<file path="src/logic/rename_pkg.sv">
// Rename subsystem package with the sizes, tag types and per-lane structs

package rename_pkg;

  // ========================================
  // Sizes
  // ========================================
  localparam int ARCH_REGS  = 16;
  localparam int PHYS_REGS  = 32;
  // Rename and retire width, lane LANES-1 is the oldest
  localparam int LANES      = 2;
  localparam int AR_W       = 4;
  localparam int PR_W       = 5;
  // Tags not held by the architectural map
  localparam int FREE_DEPTH = PHYS_REGS - ARCH_REGS;
  // Ring index plus one wrap bit
  localparam int FREE_PTR_W = 5;

  // ========================================
  // Types
  // ========================================
  typedef logic [AR_W-1:0] ar_idx_t;
  typedef logic [PR_W-1:0] pr_tag_t;

  // One instruction presented for rename
  typedef struct packed {
    logic    dest_valid;
    ar_idx_t dest_ar;
    ar_idx_t src1_ar;
    ar_idx_t src2_ar;
    logic    valid;
  } rename_req_t;

  // Renamed operands of one lane
  typedef struct packed {
    pr_tag_t dest_pr;
    pr_tag_t src1_pr;
    logic    src1_ready;
    pr_tag_t src2_pr;
    logic    src2_ready;
  } rename_rsp_t;

  // Common data bus broadcast slot
  typedef struct packed {
    logic    valid;
    pr_tag_t tag;
  } cdb_t;

  // Commit of one instruction, told goes back to the free list
  typedef struct packed {
    logic    valid;
    ar_idx_t ar;
    pr_tag_t new_pr;
    pr_tag_t told;
  } retire_t;

endpackage

</file>
<file path="src/logic/free_list.sv">
// Free list ring of physical tags with speculative and committed heads
`timescale 1ns/1ps

module free_list
  import rename_pkg::*;
(
  input  logic                      clock,
  input  logic                      reset,
  input  logic                      recover,
  input  rename_req_t [LANES-1:0]   req,
  input  retire_t     [LANES-1:0]   retire,
  output pr_tag_t     [LANES-1:0]   alloc_pr,
  output logic                      stall
);

  // Ring storage and pointers, MSB of each pointer is the wrap bit
  pr_tag_t               ring [FREE_DEPTH];
  logic [FREE_PTR_W-1:0] spec_head;
  logic [FREE_PTR_W-1:0] commit_head;
  logic [FREE_PTR_W-1:0] tail;
  logic [FREE_PTR_W-1:0] free_count;

  // Per-lane ring positions for allocation and for retire pushes
  logic [FREE_PTR_W-1:0] alloc_ptr [LANES];
  logic [FREE_PTR_W-1:0] push_ptr  [LANES];
  logic [FREE_PTR_W-1:0] alloc_cnt;
  logic [FREE_PTR_W-1:0] push_cnt;
  logic                  alloc_fire;

  // ========================================
  // Allocation, oldest lane takes the head
  // ========================================
  always_comb begin
    alloc_cnt = '0;
    for (int l = LANES - 1; l >= 0; l--) begin
      alloc_ptr[l] = spec_head + alloc_cnt;
      alloc_pr[l]  = ring[alloc_ptr[l][FREE_PTR_W-2:0]];
      if (req[l].valid && req[l].dest_valid) begin
        alloc_cnt = alloc_cnt + 1'b1;
      end
    end
  end

  // Full list gives tail - head == FREE_DEPTH thanks to the wrap bit
  assign free_count = tail - spec_head;
  assign stall      = (free_count < alloc_cnt);
  // Recover cycle drops the group
  assign alloc_fire = !stall && !recover;

  // Retire pushes, oldest lane goes in first
  always_comb begin
    push_cnt = '0;
    for (int l = LANES - 1; l >= 0; l--) begin
      push_ptr[l] = tail + push_cnt;
      if (retire[l].valid) begin
        push_cnt = push_cnt + 1'b1;
      end
    end
  end

  // ========================================
  // Pointer state
  // ========================================
  always_ff @(posedge clock) begin
    if (reset) begin
      spec_head   <= '0;
      commit_head <= '0;
      tail        <= FREE_PTR_W'(FREE_DEPTH);
    end else begin
      tail        <= tail + push_cnt;
      // Every retiring lane consumed one tag when it was renamed
      commit_head <= commit_head + push_cnt;
      if (recover) begin
        spec_head <= commit_head;
      end else if (alloc_fire) begin
        spec_head <= spec_head + alloc_cnt;
      end
    end
  end

  // Ring starts holding every tag above the identity mapping
  always_ff @(posedge clock) begin
    if (reset) begin
      for (int i = 0; i < FREE_DEPTH; i++) begin
        ring[i] <= pr_tag_t'(ARCH_REGS + i);
      end
    end else begin
      for (int l = LANES - 1; l >= 0; l--) begin
        if (retire[l].valid) begin
          ring[push_ptr[l][FREE_PTR_W-2:0]] <= retire[l].told;
        end
      end
    end
  end

  // Retire must never push more tags than were handed out
  a_free_count_range: assert property (@(posedge clock) disable iff (reset)
    free_count <= FREE_PTR_W'(FREE_DEPTH));

  // Recovery and commit are never in the same cycle
  a_no_recover_retire: assert property (@(posedge clock) disable iff (reset)
    recover |-> (push_cnt == '0));

endmodule

</file>
<file path="src/logic/map_table.sv">
// Speculative map table with readiness tracking, in-group bypass and registered Told
`timescale 1ns/1ps

module map_table
  import rename_pkg::*;
(
  input  logic                          clock,
  input  logic                          reset,
  input  logic                          recover,
  input  logic                          stall,
  input  rename_req_t [LANES-1:0]       req,
  input  pr_tag_t     [LANES-1:0]       alloc_pr,
  input  cdb_t        [LANES-1:0]       cdb,
  input  pr_tag_t     [ARCH_REGS-1:0]   arch_map,
  output rename_rsp_t [LANES-1:0]       rsp,
  output pr_tag_t     [LANES-1:0]       told,
  output logic        [LANES-1:0]       told_valid
);

  // Live state mapping architectural index to physical tag
  pr_tag_t map_q   [ARCH_REGS];
  logic    ready_q [ARCH_REGS];

  // Image chain
  // Index LANES holds current state plus CDB and index 0 the whole group
  pr_tag_t map_img   [LANES+1][ARCH_REGS];
  logic    ready_img [LANES+1][ARCH_REGS];

  logic    [LANES-1:0] lane_ren;
  logic    [LANES-1:0] lane_fire;
  pr_tag_t [LANES-1:0] told_next;

  // True when any valid broadcast carries this tag
  function automatic logic cdb_hit(input pr_tag_t tag, input cdb_t [LANES-1:0] bus);
    logic hit;
    hit = 1'b0;
    for (int c = 0; c < LANES; c++) begin
      if (bus[c].valid && (bus[c].tag == tag)) begin
        hit = 1'b1;
      end
    end
    return hit;
  endfunction

  // Lanes that write a destination mapping
  always_comb begin
    for (int l = 0; l < LANES; l++) begin
      lane_ren[l] = req[l].valid && req[l].dest_valid;
    end
  end

  // Only a group that is neither stalled nor flushed takes effect
  assign lane_fire = lane_ren & {LANES{!stall && !recover}};

  // ========================================
  // Next-state image chain
  // ========================================
  always_comb begin
    // CDB hits first on the start-of-cycle mapping
    for (int r = 0; r < ARCH_REGS; r++) begin
      map_img[LANES][r]   = map_q[r];
      ready_img[LANES][r] = ready_q[r] || cdb_hit(map_q[r], cdb);
    end
    // Then each lane in program order, oldest first
    for (int l = LANES - 1; l >= 0; l--) begin
      for (int r = 0; r < ARCH_REGS; r++) begin
        map_img[l][r]   = map_img[l+1][r];
        ready_img[l][r] = ready_img[l+1][r];
      end
      if (lane_ren[l]) begin
        map_img[l][req[l].dest_ar] = alloc_pr[l];
        // Register 0 is renamed but always reads as ready
        if (req[l].dest_ar != '0) begin
          ready_img[l][req[l].dest_ar] = 1'b0;
        end
      end
    end
  end

  // ========================================
  // Operand lookup
  // ========================================
  // Each lane reads the image left by all older lanes
  always_comb begin
    for (int l = LANES - 1; l >= 0; l--) begin
      rsp[l].dest_pr    = alloc_pr[l];
      rsp[l].src1_pr    = map_img[l+1][req[l].src1_ar];
      rsp[l].src1_ready = ready_img[l+1][req[l].src1_ar];
      rsp[l].src2_pr    = map_img[l+1][req[l].src2_ar];
      rsp[l].src2_ready = ready_img[l+1][req[l].src2_ar];
      // An older lane with the same destination supplies the old mapping
      told_next[l]      = map_img[l+1][req[l].dest_ar];
    end
  end

  // ========================================
  // State registers
  // ========================================
  always_ff @(posedge clock) begin
    if (reset) begin
      for (int r = 0; r < ARCH_REGS; r++) begin
        map_q[r]   <= pr_tag_t'(r);
        ready_q[r] <= 1'b1;
      end
    end else if (recover) begin
      // Committed state has no pending producers
      for (int r = 0; r < ARCH_REGS; r++) begin
        map_q[r]   <= arch_map[r];
        ready_q[r] <= 1'b1;
      end
    end else begin
      // Stalled group is dropped but CDB wakeups still land
      for (int r = 0; r < ARCH_REGS; r++) begin
        map_q[r]   <= stall ? map_img[LANES][r] : map_img[0][r];
        ready_q[r] <= stall ? ready_img[LANES][r] : ready_img[0][r];
      end
    end
  end

  // Told is loaded only for lanes that rename, and held otherwise
  always_ff @(posedge clock) begin
    if (reset) begin
      told       <= '0;
      told_valid <= '0;
    end else begin
      told_valid <= lane_fire;
      for (int l = 0; l < LANES; l++) begin
        if (lane_fire[l]) begin
          told[l] <= told_next[l];
        end
      end
    end
  end

  // A destination never receives the tag it replaces
  for (genvar g = 0; g < LANES; g++) begin : g_told_chk
    a_new_tag_differs: assert property (@(posedge clock) disable iff (reset)
      lane_fire[g] |-> (alloc_pr[g] != told_next[g]));
  end

endmodule

</file>
<file path="src/logic/arch_map_table.sv">
// Architectural map table holding the committed register mapping
`timescale 1ns/1ps

module arch_map_table
  import rename_pkg::*;
(
  input  logic                          clock,
  input  logic                          reset,
  input  retire_t     [LANES-1:0]       retire,
  output pr_tag_t     [ARCH_REGS-1:0]   arch_map
);

  // Committed image after this cycle's retires
  pr_tag_t [ARCH_REGS-1:0] arch_next;

  // ========================================
  // Commit update
  // ========================================
  // Oldest lane first, so the younger lane wins on a shared register
  always_comb begin
    arch_next = arch_map;
    for (int l = LANES - 1; l >= 0; l--) begin
      if (retire[l].valid) begin
        arch_next[retire[l].ar] = retire[l].new_pr;
      end
    end
  end

  // Identity mapping out of reset
  always_ff @(posedge clock) begin
    if (reset) begin
      for (int r = 0; r < ARCH_REGS; r++) begin
        arch_map[r] <= pr_tag_t'(r);
      end
    end else begin
      arch_map <= arch_next;
    end
  end

  // Oldest retiring lane frees exactly the committed tag it replaces
  a_told_committed: assert property (@(posedge clock) disable iff (reset)
    retire[LANES-1].valid |->
      (retire[LANES-1].told == arch_map[retire[LANES-1].ar]));

endmodule

</file>
<file path="src/logic/rename_unit.sv">
// Register rename top level joining free list, speculative map and committed map
`timescale 1ns/1ps

module rename_unit
  import rename_pkg::*;
(
  input  logic                          clock,
  input  logic                          reset,

  // Dispatch side
  input  rename_req_t [LANES-1:0]       req,
  output rename_rsp_t [LANES-1:0]       rsp,
  output logic                          stall,

  // Wakeup broadcasts
  input  cdb_t        [LANES-1:0]       cdb,

  // Commit side
  input  retire_t     [LANES-1:0]       retire,
  input  logic                          recover,

  // Old mapping of each renamed destination, one cycle late
  output pr_tag_t     [LANES-1:0]       told,
  output logic        [LANES-1:0]       told_valid
);

  // ========================================
  // Internal wiring
  // ========================================
  pr_tag_t [LANES-1:0]     alloc_pr;
  pr_tag_t [ARCH_REGS-1:0] arch_map;

  // Tag allocation and reclaim
  free_list free_list_inst (
    .clock    (clock),
    .reset    (reset),
    .recover  (recover),
    .req      (req),
    .retire   (retire),
    .alloc_pr (alloc_pr),
    .stall    (stall)
  );

  // Speculative rename
  map_table map_table_inst (
    .clock      (clock),
    .reset      (reset),
    .recover    (recover),
    .stall      (stall),
    .req        (req),
    .alloc_pr   (alloc_pr),
    .cdb        (cdb),
    .arch_map   (arch_map),
    .rsp        (rsp),
    .told       (told),
    .told_valid (told_valid)
  );

  // Committed mapping, recovery source
  arch_map_table arch_map_table_inst (
    .clock    (clock),
    .reset    (reset),
    .retire   (retire),
    .arch_map (arch_map)
  );

endmodule

</file>
<file path="config.mk">
export PLATFORM = sky130hd
export DESIGN_NAME = rename_unit
export DESIGN_NICKNAME = d
export VERILOG_FILES = /design/src/logic/rename_pkg.sv /design/src/logic/free_list.sv /design/src/logic/map_table.sv /design/src/logic/arch_map_table.sv /design/src/logic/rename_unit.sv
export SDC_FILE = /design/constraint.sdc
export NUM_CORES = 1
export LEC_CHECK = 0
export BUFFER_PORTS_ARGS = -buffer_cell sky130_fd_sc_hd__buf_4
export CAP_MARGIN = 20
export CORE_UTILIZATION = 45
export CTS_CLUSTER_SIZE = 8
export DETAILED_ROUTE_END_ITERATION = 8
export PLACE_DENSITY = 0.74
export SETUP_SLACK_MARGIN = 0.3
export SYNTH_ARGS = -nofsm -noshare
export SYNTH_HDL_FRONTEND = slang
export SYNTH_HIERARCHICAL = 1
export SYNTH_SLANG_ARGS = --single-unit
</file>
<file path="constraint.sdc">
create_clock -name clock -period 3.5 [get_ports clock]
set_input_delay 0.7 -clock clock [delete_from_list [all_inputs] [get_ports clock]]
set_output_delay 0.7 -clock clock [all_outputs]
set_load 0.02 [all_outputs]
</file>
Yosys cells after proc, flatten, opt, wreduce, memory -nomap -nowiden. Memories as Yosys holds them, arrays and structs flattened. A register that Yosys moved wholly into a read port is not among the register bits. Index checks and enable logic that the tools add are counted.

Reductions and logical operators: 62. Bitwise gates (word level): 75. Order comparisons: 13. Mux-type cells: 210. Add/sub/neg operators: 8. Equality and inequality tests: 32.

Operator list (count): 2-to-1 mux 5 bit (70); bitwise mux 80 bit (4); 2-to-1 mux 80 bit (4); equality test 5 bit (32); binary-select mux 5 bit (select 4 bit) (6); 2-to-1 mux 1 bit (108); demux 5 bit (select 4 bit) (4); 2-to-1 mux 16 bit (4); OR 1 bit (64); logical AND 1 bit (39); AND 16 bit (2); NOT 16 bit (2); greater-or-equal comparator 5 bit, second input constant (6); NOT 4 -> 5 bit (6); binary-select mux 1 bit (select 4 bit) (4); logical OR 1 bit (16); 2-to-1 mux 4 bit (4); adder 5 bit (3); < comparator 4 x 5 -> 1 bit, second input constant (2); < comparator 5 x 1 -> 1 bit, second input constant (2); OR reduction 5 bit (2); adder 4 x 1 -> 4 bit (2); demux 1 bit (select 4 bit) (2); greater-or-equal comparator 4 x 1 -> 1 bit, second input constant (2); 7 further kinds (10).

Memories: 3. RAM bits: 176. Output and inout bits: 47. Input bits: 73. Flip-flop bits (word level): 107.

Memories: free_list_inst.ring (words 16, width 5, read ports 2, clocked after memory_dff 1, write ports 16, line free_list.sv:17) `pr_tag_t ring [FREE_DEPTH];`; map_table_inst.map_q (words 16, width 5, read ports 16, clocked after memory_dff 0, write ports 16, line map_table.sv:21) `pr_tag_t map_q [ARCH_REGS];`; map_table_inst.ready_q (words 16, width 1, read ports 16, clocked after memory_dff 0, write ports 16, line map_table.sv:22) `logic ready_q [ARCH_REGS];`.

Longest topological paths before layout. Gate-level depths: netlist (run 1).

Depth in word-level cells: 14. Mapped depth: 14.

Cells and area by module. The synthesis (run 1) kept the hierarchy.

Modules (own cells, without submodules): map_table (area each 13047.5 sq um, times used 1, cells each 1299); free_list (area each 6678.9 sq um, times used 1, cells each 575); arch_map_table (area each 4072.7 sq um, times used 1, cells each 518).

Least setup slack after synthesis (run 1). No wires, ideal clock.

Path kind: reg-to-reg. From: register free_list_inst/tail[0] (netlist name). To: memory map_table_inst/map_q[0][10] (netlist bit), enable pin. Setup slack: -0.237 ns. Stages on the path, launching flop included: 13. Clock period less this slack: 3.737 ns. Data required time: 3.003 ns. Arrival: 3.240 ns. Library setup time: 0.497 ns. Cell sequence: dfxtp_1 inv_1 ha_1 inv_1 fa_1 ha_1 a211oi_2 o21a_4 nand2_1 inv_1 clkbuf_1 clkbuf_1 nand2_1.

RTL lines (line): end: declaration (map_table.sv:21).

==> results.cfg, run 1 <==
[power]
powerDensity_nw_per_um2 = 409
p_int_w = 0.00818
irDropWorstVdd_v = 0.000287
power_switching_w = 0.00435
comb_power_share = 0.358
sw_frac_of_total = 0.347
seqPwrFrac = 0.329
cellLeakagePower_nw = 11.4
clkPwrFrac = 0.313

[floorplan]
boundaryPins = 120
initial_utilization = 0.459
die_h_um = 232
core_area_sq_um = 51800
die_w_um = 232
rows = 83
die_area_sq_um = 53800

[final_layout]
fin_cells = 3425
fin_area_sq_um = 30600
multiInputGateArea_sq_um = 16400
syn_to_final_growth_pct = 28.6
drive_above_1_share = 0.353
regArea_sq_um = 7490
final.fill_count = 4185
nNetsFinal = 2807

[grt]
overflow = 0
antenna_found_initial = 3
gr-usage-all-layers = 0.384
grt_max_degree = 106
grt_first_pass_wirelength_um = 151000
grt_pass1_vias = 22400

[yosys]
synth_area_sq_um = 23800
ys_seq_elements = 287
synth_cells = 2392
avgSynthCellArea_sq_um = 9.95
netlist.area_leader.share = 0.218
synth-edff-count = 173
synth_most_common_cell = nor2_1
synth.cells.most_frequent = nor2_1, mux4_2, edfxtp_1, nand2_1, mux2i_1
yosys.area.top_type = edfxtp_1
synth_flop_cell = edfxtp_1
synthArstFlopShare = 0
yosysSeqAreaShare = 0.314
ys_types = 95
yosysWarnings = 6
ys_top_cells_by_area = edfxtp_1, mux4_2, dfxtp_1, mux2i_1, nor2_1

[sta]
finalWorstSetupSlack_ps = -779
finClkSkew_ps = 34.4
worst_pin_slew_ps = 1060
grt_setup_unrepaired = true
setup_viol = 15
maxSlewViolCount = 0
fmax_mhz = 234
slew_headroom = 0.296
fin_setup_tns_ps = -7660
period_share = 1.22
hold_ws_ps = 423
fin_crit_ps = 4280
timing.final.hold_violations = 0

[clock_tree]
htree_num_levels = 2
cts_tree = built
root_buffer = clkbuf_16
cts_made_buffers = 42
clkSlewWorstSetupHoldPaths_ps = 50
clk_path_buf_depth = 3
clock_latency_ps = 580
cts.sinks = 287

[flow_run]
cap_violations = 0

[critical_path]
cp-start-kind = flop
arrival_ps = 3580
path_cells = buf_12 -> mux4_2 -> mux4_2 -> mux2i_2 -> mux4_2 -> a22oi_2 -> and3_4 -> buf_6
cp_max_fo = 7
slowest_stage = mux4_2
cp.required_ps = 2800
cp-end-kind = primary output
critical_path_class = flop to primary output
crit_top_cell = mux4_2
cp_slowest_stage_delay_ps = 670

[routing]
routedWlPerCell_um = 30.8
first_pass_iters = 9
drt_iter0_drc = 4549
drc = 0
vias = 24300
wl_um = 106000
final_antenna_net_count = 0
viasPerCell = 7.09

[run_status]
violations = negative setup slack
status = finished with violations

[placed_design]
post-dp-hpwl_um = 74400
post-place-cells = 3217
place_congestion = 1.07
post_dp_cell_area_sq_um = 26800
io_buffers = 119

[min_path]
hp-class = primary input to flop
==> logic make-up after synthesis <==
kind of cell               Yosys count  share of synthesized area
AOI/OAI and AO/OA                  463                      0.144
adders and majority gates           21                     0.0123
xor gates and xnor gates           171                     0.0629
muxes                              349                      0.242
other                                1                   0.000158
DFF                                287                      0.314
buffers and inverters              281                     0.0601
and+or+nand+nor                    819                      0.165
==> path summary, 6_finish.rpt <==
check                                         startpoint                                     endpoint  slack (ps)  cells past startpoint
min                                              req[27]      map_table_inst/told_valid[1]$_SDFF_PP0_         420                      3
min reg2reg  arch_map_table_inst/arch_map[40]$_SDFF_PP0_  arch_map_table_inst/arch_map[40]$_SDFF_PP0_         500                      2
max                                                 flop                                       rsp[2]        -780                      8
max reg2reg                                         flop          map_table_inst/told[1]$_SDFFE_PP0P_         280                     12
==> cell usage in the layout, fill, tap and decap left out, types with 13 or more instances in the layout <==
cell type  netlist  layout
o22ai_1         15      14
ha_1            17      13
buf_4           44     389
inv_1           44      41
o21bai_1        33      33
a31o_2          15      15
nor2b_1         23      19
a31oi_1         18      14
nand2b_1        14      14
a211oi_1        93      87
mux2i_1        167      89
nand2_1        173     168
mux2i_2          0      13
o211ai_1        14      14
mux4_2         177     184
edfxtp_1       173     173
a21oi_1         87      82
clkbuf_1       124      28
dfxtp_1        114     109
xnor2_1         37      37
and3_1          39      27
nand2_2         14      17
nor2_1         321     320
a311oi_1        49      48
nor3_1          34      30
clkbuf_16        0      44
mux2i_4          1      66
nor4_1          37      28
buf_6           15      69
nand3_1         91      89
o21ai_0         28      25
conb_1           1      13
buf_12           0      33
and3_4           4      16
a211o_1         33      33
xor2_1         134     131
==> power groups by stage <==
stage,combinational [W],sequential (W),clock [W]
final,0.00448,0.00412,0.00392
after floorplan,0.00216,0.00402,0
after global routing,0.00460,0.00411,0.00404
after CTS,0.00409,0.00409,0.00392
after global placement,0.00332,0.00417,0
after detailed placement,0.00337,0.00418,0
==> final cells by class <==
class | instances | area share
inverter | 45 | 0.00576
sequential | 287 | 0.245
timing repair buffer | 496 | 0.145
antenna | 2 | 0.000163
multi-input combinational | 1841 | 0.536
clock buffer | 73 | 0.0398
clock inverter | 1 | 0.000286
tap | 680 | 0.0278
==> critical path, delay by kind of cell (launching register included) <==
kind / cells / cell delay (ps)
and+or+nand+nor: 1 / 210
DFF: 1 / 400
AOI/OAI and AO/OA: 1 / 120
muxes: 4 / 2000
buffers and inverters: 2 / 270
==> registers in the layout (all words and copies together), names as in the netlist, named ones only <==
name / count
arch_map_table_inst/arch_map: 80
free_list_inst/commit_head: 5
free_list_inst/ring: 80
free_list_inst/spec_head: 5
free_list_inst/tail: 5
map_table_inst/map_q: 80
map_table_inst/ready_q: 16
map_table_inst/told: 10
map_table_inst/told_valid: 2
==> per-layer routing <==
layer  share of wire  track usage  vias up  wire [um]
met1            0.36        0.517    11700      38100
met4           0.060        0.172        4       6360
met2            0.41        0.542     2330      43300
met3            0.17        0.150      478      17900
met5         0.00023            0        -         24
li1                -            -     9747          -
==> metrics by stage <==
step	total power (W)	setup WS, ps	util
6_report	0.0125	-779	0.591
5_1_grt	0.0128	-787	0.591
4_1_cts	0.0121	-667	0.579
3_5_place_dp	0.00754	-279	0.516
3_3_place_gp	0.00749	-298	0.516
2_1_floorplan	0.00619	300	-
==> what timing repair did <==
item,in CTS,in global routing
resized for setup,255,56
gates cloned,6,0
setup buffers,86,40
hold buffers,0,0
setup endpoints to repair,57,41
pin swaps,36,26
(Power assumes the default switching activity.)
==> run 2: changes to the inputs <==
--- a/config.mk
+++ b/config.mk
@@ -10,7 +10,7 @@
 export CORE_UTILIZATION = 45
 export CTS_CLUSTER_SIZE = 8
 export DETAILED_ROUTE_END_ITERATION = 8
-export PLACE_DENSITY = 0.74
+export PLACE_DENSITY = 0.75
 export SETUP_SLACK_MARGIN = 0.3
 export SYNTH_ARGS = -nofsm -noshare
 export SYNTH_HDL_FRONTEND = slang
==> run 2 against run 1 <==
The flow still finishes with violations (negative setup slack). Clock-buffer cell count decreased by 4. Highest routed layer is now met4. Die area unchanged. First-iteration DRC count decreased by 14%. Fmax increased by 0.41%. Worst hold slack improved by 30 ps. Worst setup slack improved by 17 ps. Via count decreased by 2.2%. Flip-flop and latch count unchanged.
==> results.cfg, run 2 (synthesized netlist as in run 1, its figures left out) <==
[run_status]
status = finished with violations
violations = negative setup slack

[clock_tree]
cts.sinks = 287
cts_tree = built
clock_latency_ps = 600
clkSlewWorstSetupHoldPaths_ps = 60
cts_made_buffers = 42
htree_num_levels = 2
root_buffer = clkbuf_16
clk_path_buf_depth = 3

[final_layout]
multiInputGateArea_sq_um = 16400
final_cell_mix = buf_4, nor2_1, mux4_2, edfxtp_1, nand2_1
nNetsFinal = 2790
final_common_cell = buf_4
regArea_sq_um = 7490
final.fill_count = 4160
fin_cells = 3407
reg_top3 = arch_map_table_inst/arch_map: 80 flops, free_list_inst/ring: 80 flops, map_table_inst/map_q: 80 flops
fin_util = 0.590
syn_to_final_growth_pct = 28.4
drive_above_1_share = 0.349

[critical_path]
reg2reg_slack_ps = 140
cp.required_ps = 2800
endpoint = rsp[1]
cp_max_fo = 5
cp-start-kind = flop
cp-end-kind = primary output
arrival_ps = 3560
critical_path_class = flop to primary output
worst-r2r-cell-count = 11
r2r-end = map_table_inst/told[0]$_SDFFE_PP0P_

[sta]
hold_ws_ps = 454
period_share = 1.22
finClkSkew_ps = 31.7
fin_crit_ps = 4260
timing.final.hold_violations = 0
maxSlewViolCount = 0
fin_setup_tns_ps = -8350
fmax_mhz = 235
setup_viol = 15
grt_setup_unrepaired = true
slew_headroom = 0.275
finalWorstSetupSlack_ps = -762
worst_pin_slew_ps = 1090

[grt]
antenna_found_initial = 3
grt_max_degree = 201
gr-max-usage-layer = met2
grt_pass1_vias = 22100
grt_util_met1 = 0.505
met2_usage = 0.535
met3_usage = 0.139
gr-usage-all-layers = 0.377
overflow = 0
grt_first_pass_wirelength_um = 149000

[power]
cellLeakagePower_nw = 11.4
total_power_w = 0.0124
irDropWorstVdd_v = 0.000349
powerDensity_nw_per_um2 = 404

[floorplan]
core_area_sq_um = 51800
die_w_um = 232
initial_utilization = 0.459
die_h_um = 232
rows = 83
die_area_sq_um = 53800
boundaryPins = 120

[routing]
wl_um = 103000
vias = 23700
first_pass_iters = 6
routedWlPerCell_um = 30.2
drt_iter0_drc = 3900
viasPerCell = 6.97
drc = 0
final_antenna_net_count = 0

[min_path]
hp-class = primary input to flop
hold_path_depth = 3

[placed_design]
post-place-cells = 3232
place_congestion = 1.08
post-dp-hpwl_um = 73400
io_buffers = 119

[flow_run]
cap_violations = 0
run 2: changes by cell type in the layout (fill, tap and decap cells not counted), sizes merged:
cell and delta:
buf -15, diode -1, mux4 -2, clkbuf -4, clkinv +2, inv +2
run 2: how the worst min path moves through the flow:
| stage | slack, ps | startpoint | end |
|---|---|---|---|
| global placement | 470 | arch_map_table_inst/arch_map[20]$_SDFF_PP0_ | arch_map_table_inst/arch_map[20]$_SDFF_PP0_ |
| finish | 450 | req[27] | map_table_inst/told_valid[1]$_SDFF_PP0_ |
| detailed placement | 480 | arch_map_table_inst/arch_map[70]$_SDFF_PP0_ | arch_map_table_inst/arch_map[70]$_SDFF_PP0_ |
| floorplan | 460 | arch_map_table_inst/arch_map[10]$_SDFF_PP0_ | arch_map_table_inst/arch_map[10]$_SDFF_PP0_ |
| global route | 460 | req[12] | map_table_inst/told[2]$_SDFFE_PP0P_ |
| CTS | 440 | req[27] | map_table_inst/told_valid[1]$_SDFF_PP0_ |
run 2: layer usage:
layer  up-vias  wire (um)  share of wire
met5         -          0              0
met4         0       5990          0.058
met3       433      17000           0.17
met2      2240      42300           0.41
met1     11400      37700           0.37
li1       9697          -              -
run 2: through the flow:
step	cell area [sq um]	setup slack (ps)
2_1_floorplan	24200	300
3_3_place_gp	26900	-362
3_5_place_dp	26900	-434
4_1_cts	29900	-735
5_1_grt	30600	-786
6_report	30600	-762
run 2: what timing repair did:
item | 4_1_cts | 5_1_grt
hold buffers | 0 | 0
gates resized for setup | 223 | 76
buffers inserted | 70 | 25
setup endpoints to repair | 43 | 38
pin swaps | 41 | 24
cloned | 5 | 0
run 2: power by group:
| group | total, W | internal (W) | leakage [nW] | switching, W |
|---|---|---|---|---|
| logic | 0.00432 | 0.00197 | 8.24 | 0.00235 |
| clock network | 0.00391 | 0.00227 | 0.589 | 0.00164 |
| registers | 0.00412 | 0.00379 | 2.56 | 0.000328 |
| total | 0.0124 | 0.00803 | 11.4 | 0.00432 |
run 2: cell type report:
cell class	count	area share
Clock buffer	69	0.0380
Timing Repair Buffer	481	0.144
Multi-Input combinational cell	1839	0.537
Tap cell	680	0.0278
Clock inverter	5	0.00225
Sequential cell	287	0.245
Antenna cell	1	0.0000819
Inverter	45	0.00569
run 2: worst max-delay path, cell delays in order, from the launching register on:
cell and delay [ps]:
dfxtp_4 420, buf_12 150, buf_6 90, mux4_2 550
mux4_2 680, mux2i_2 310, mux4_2 280, a22oi_1 120
and3_4 260, buf_6 130
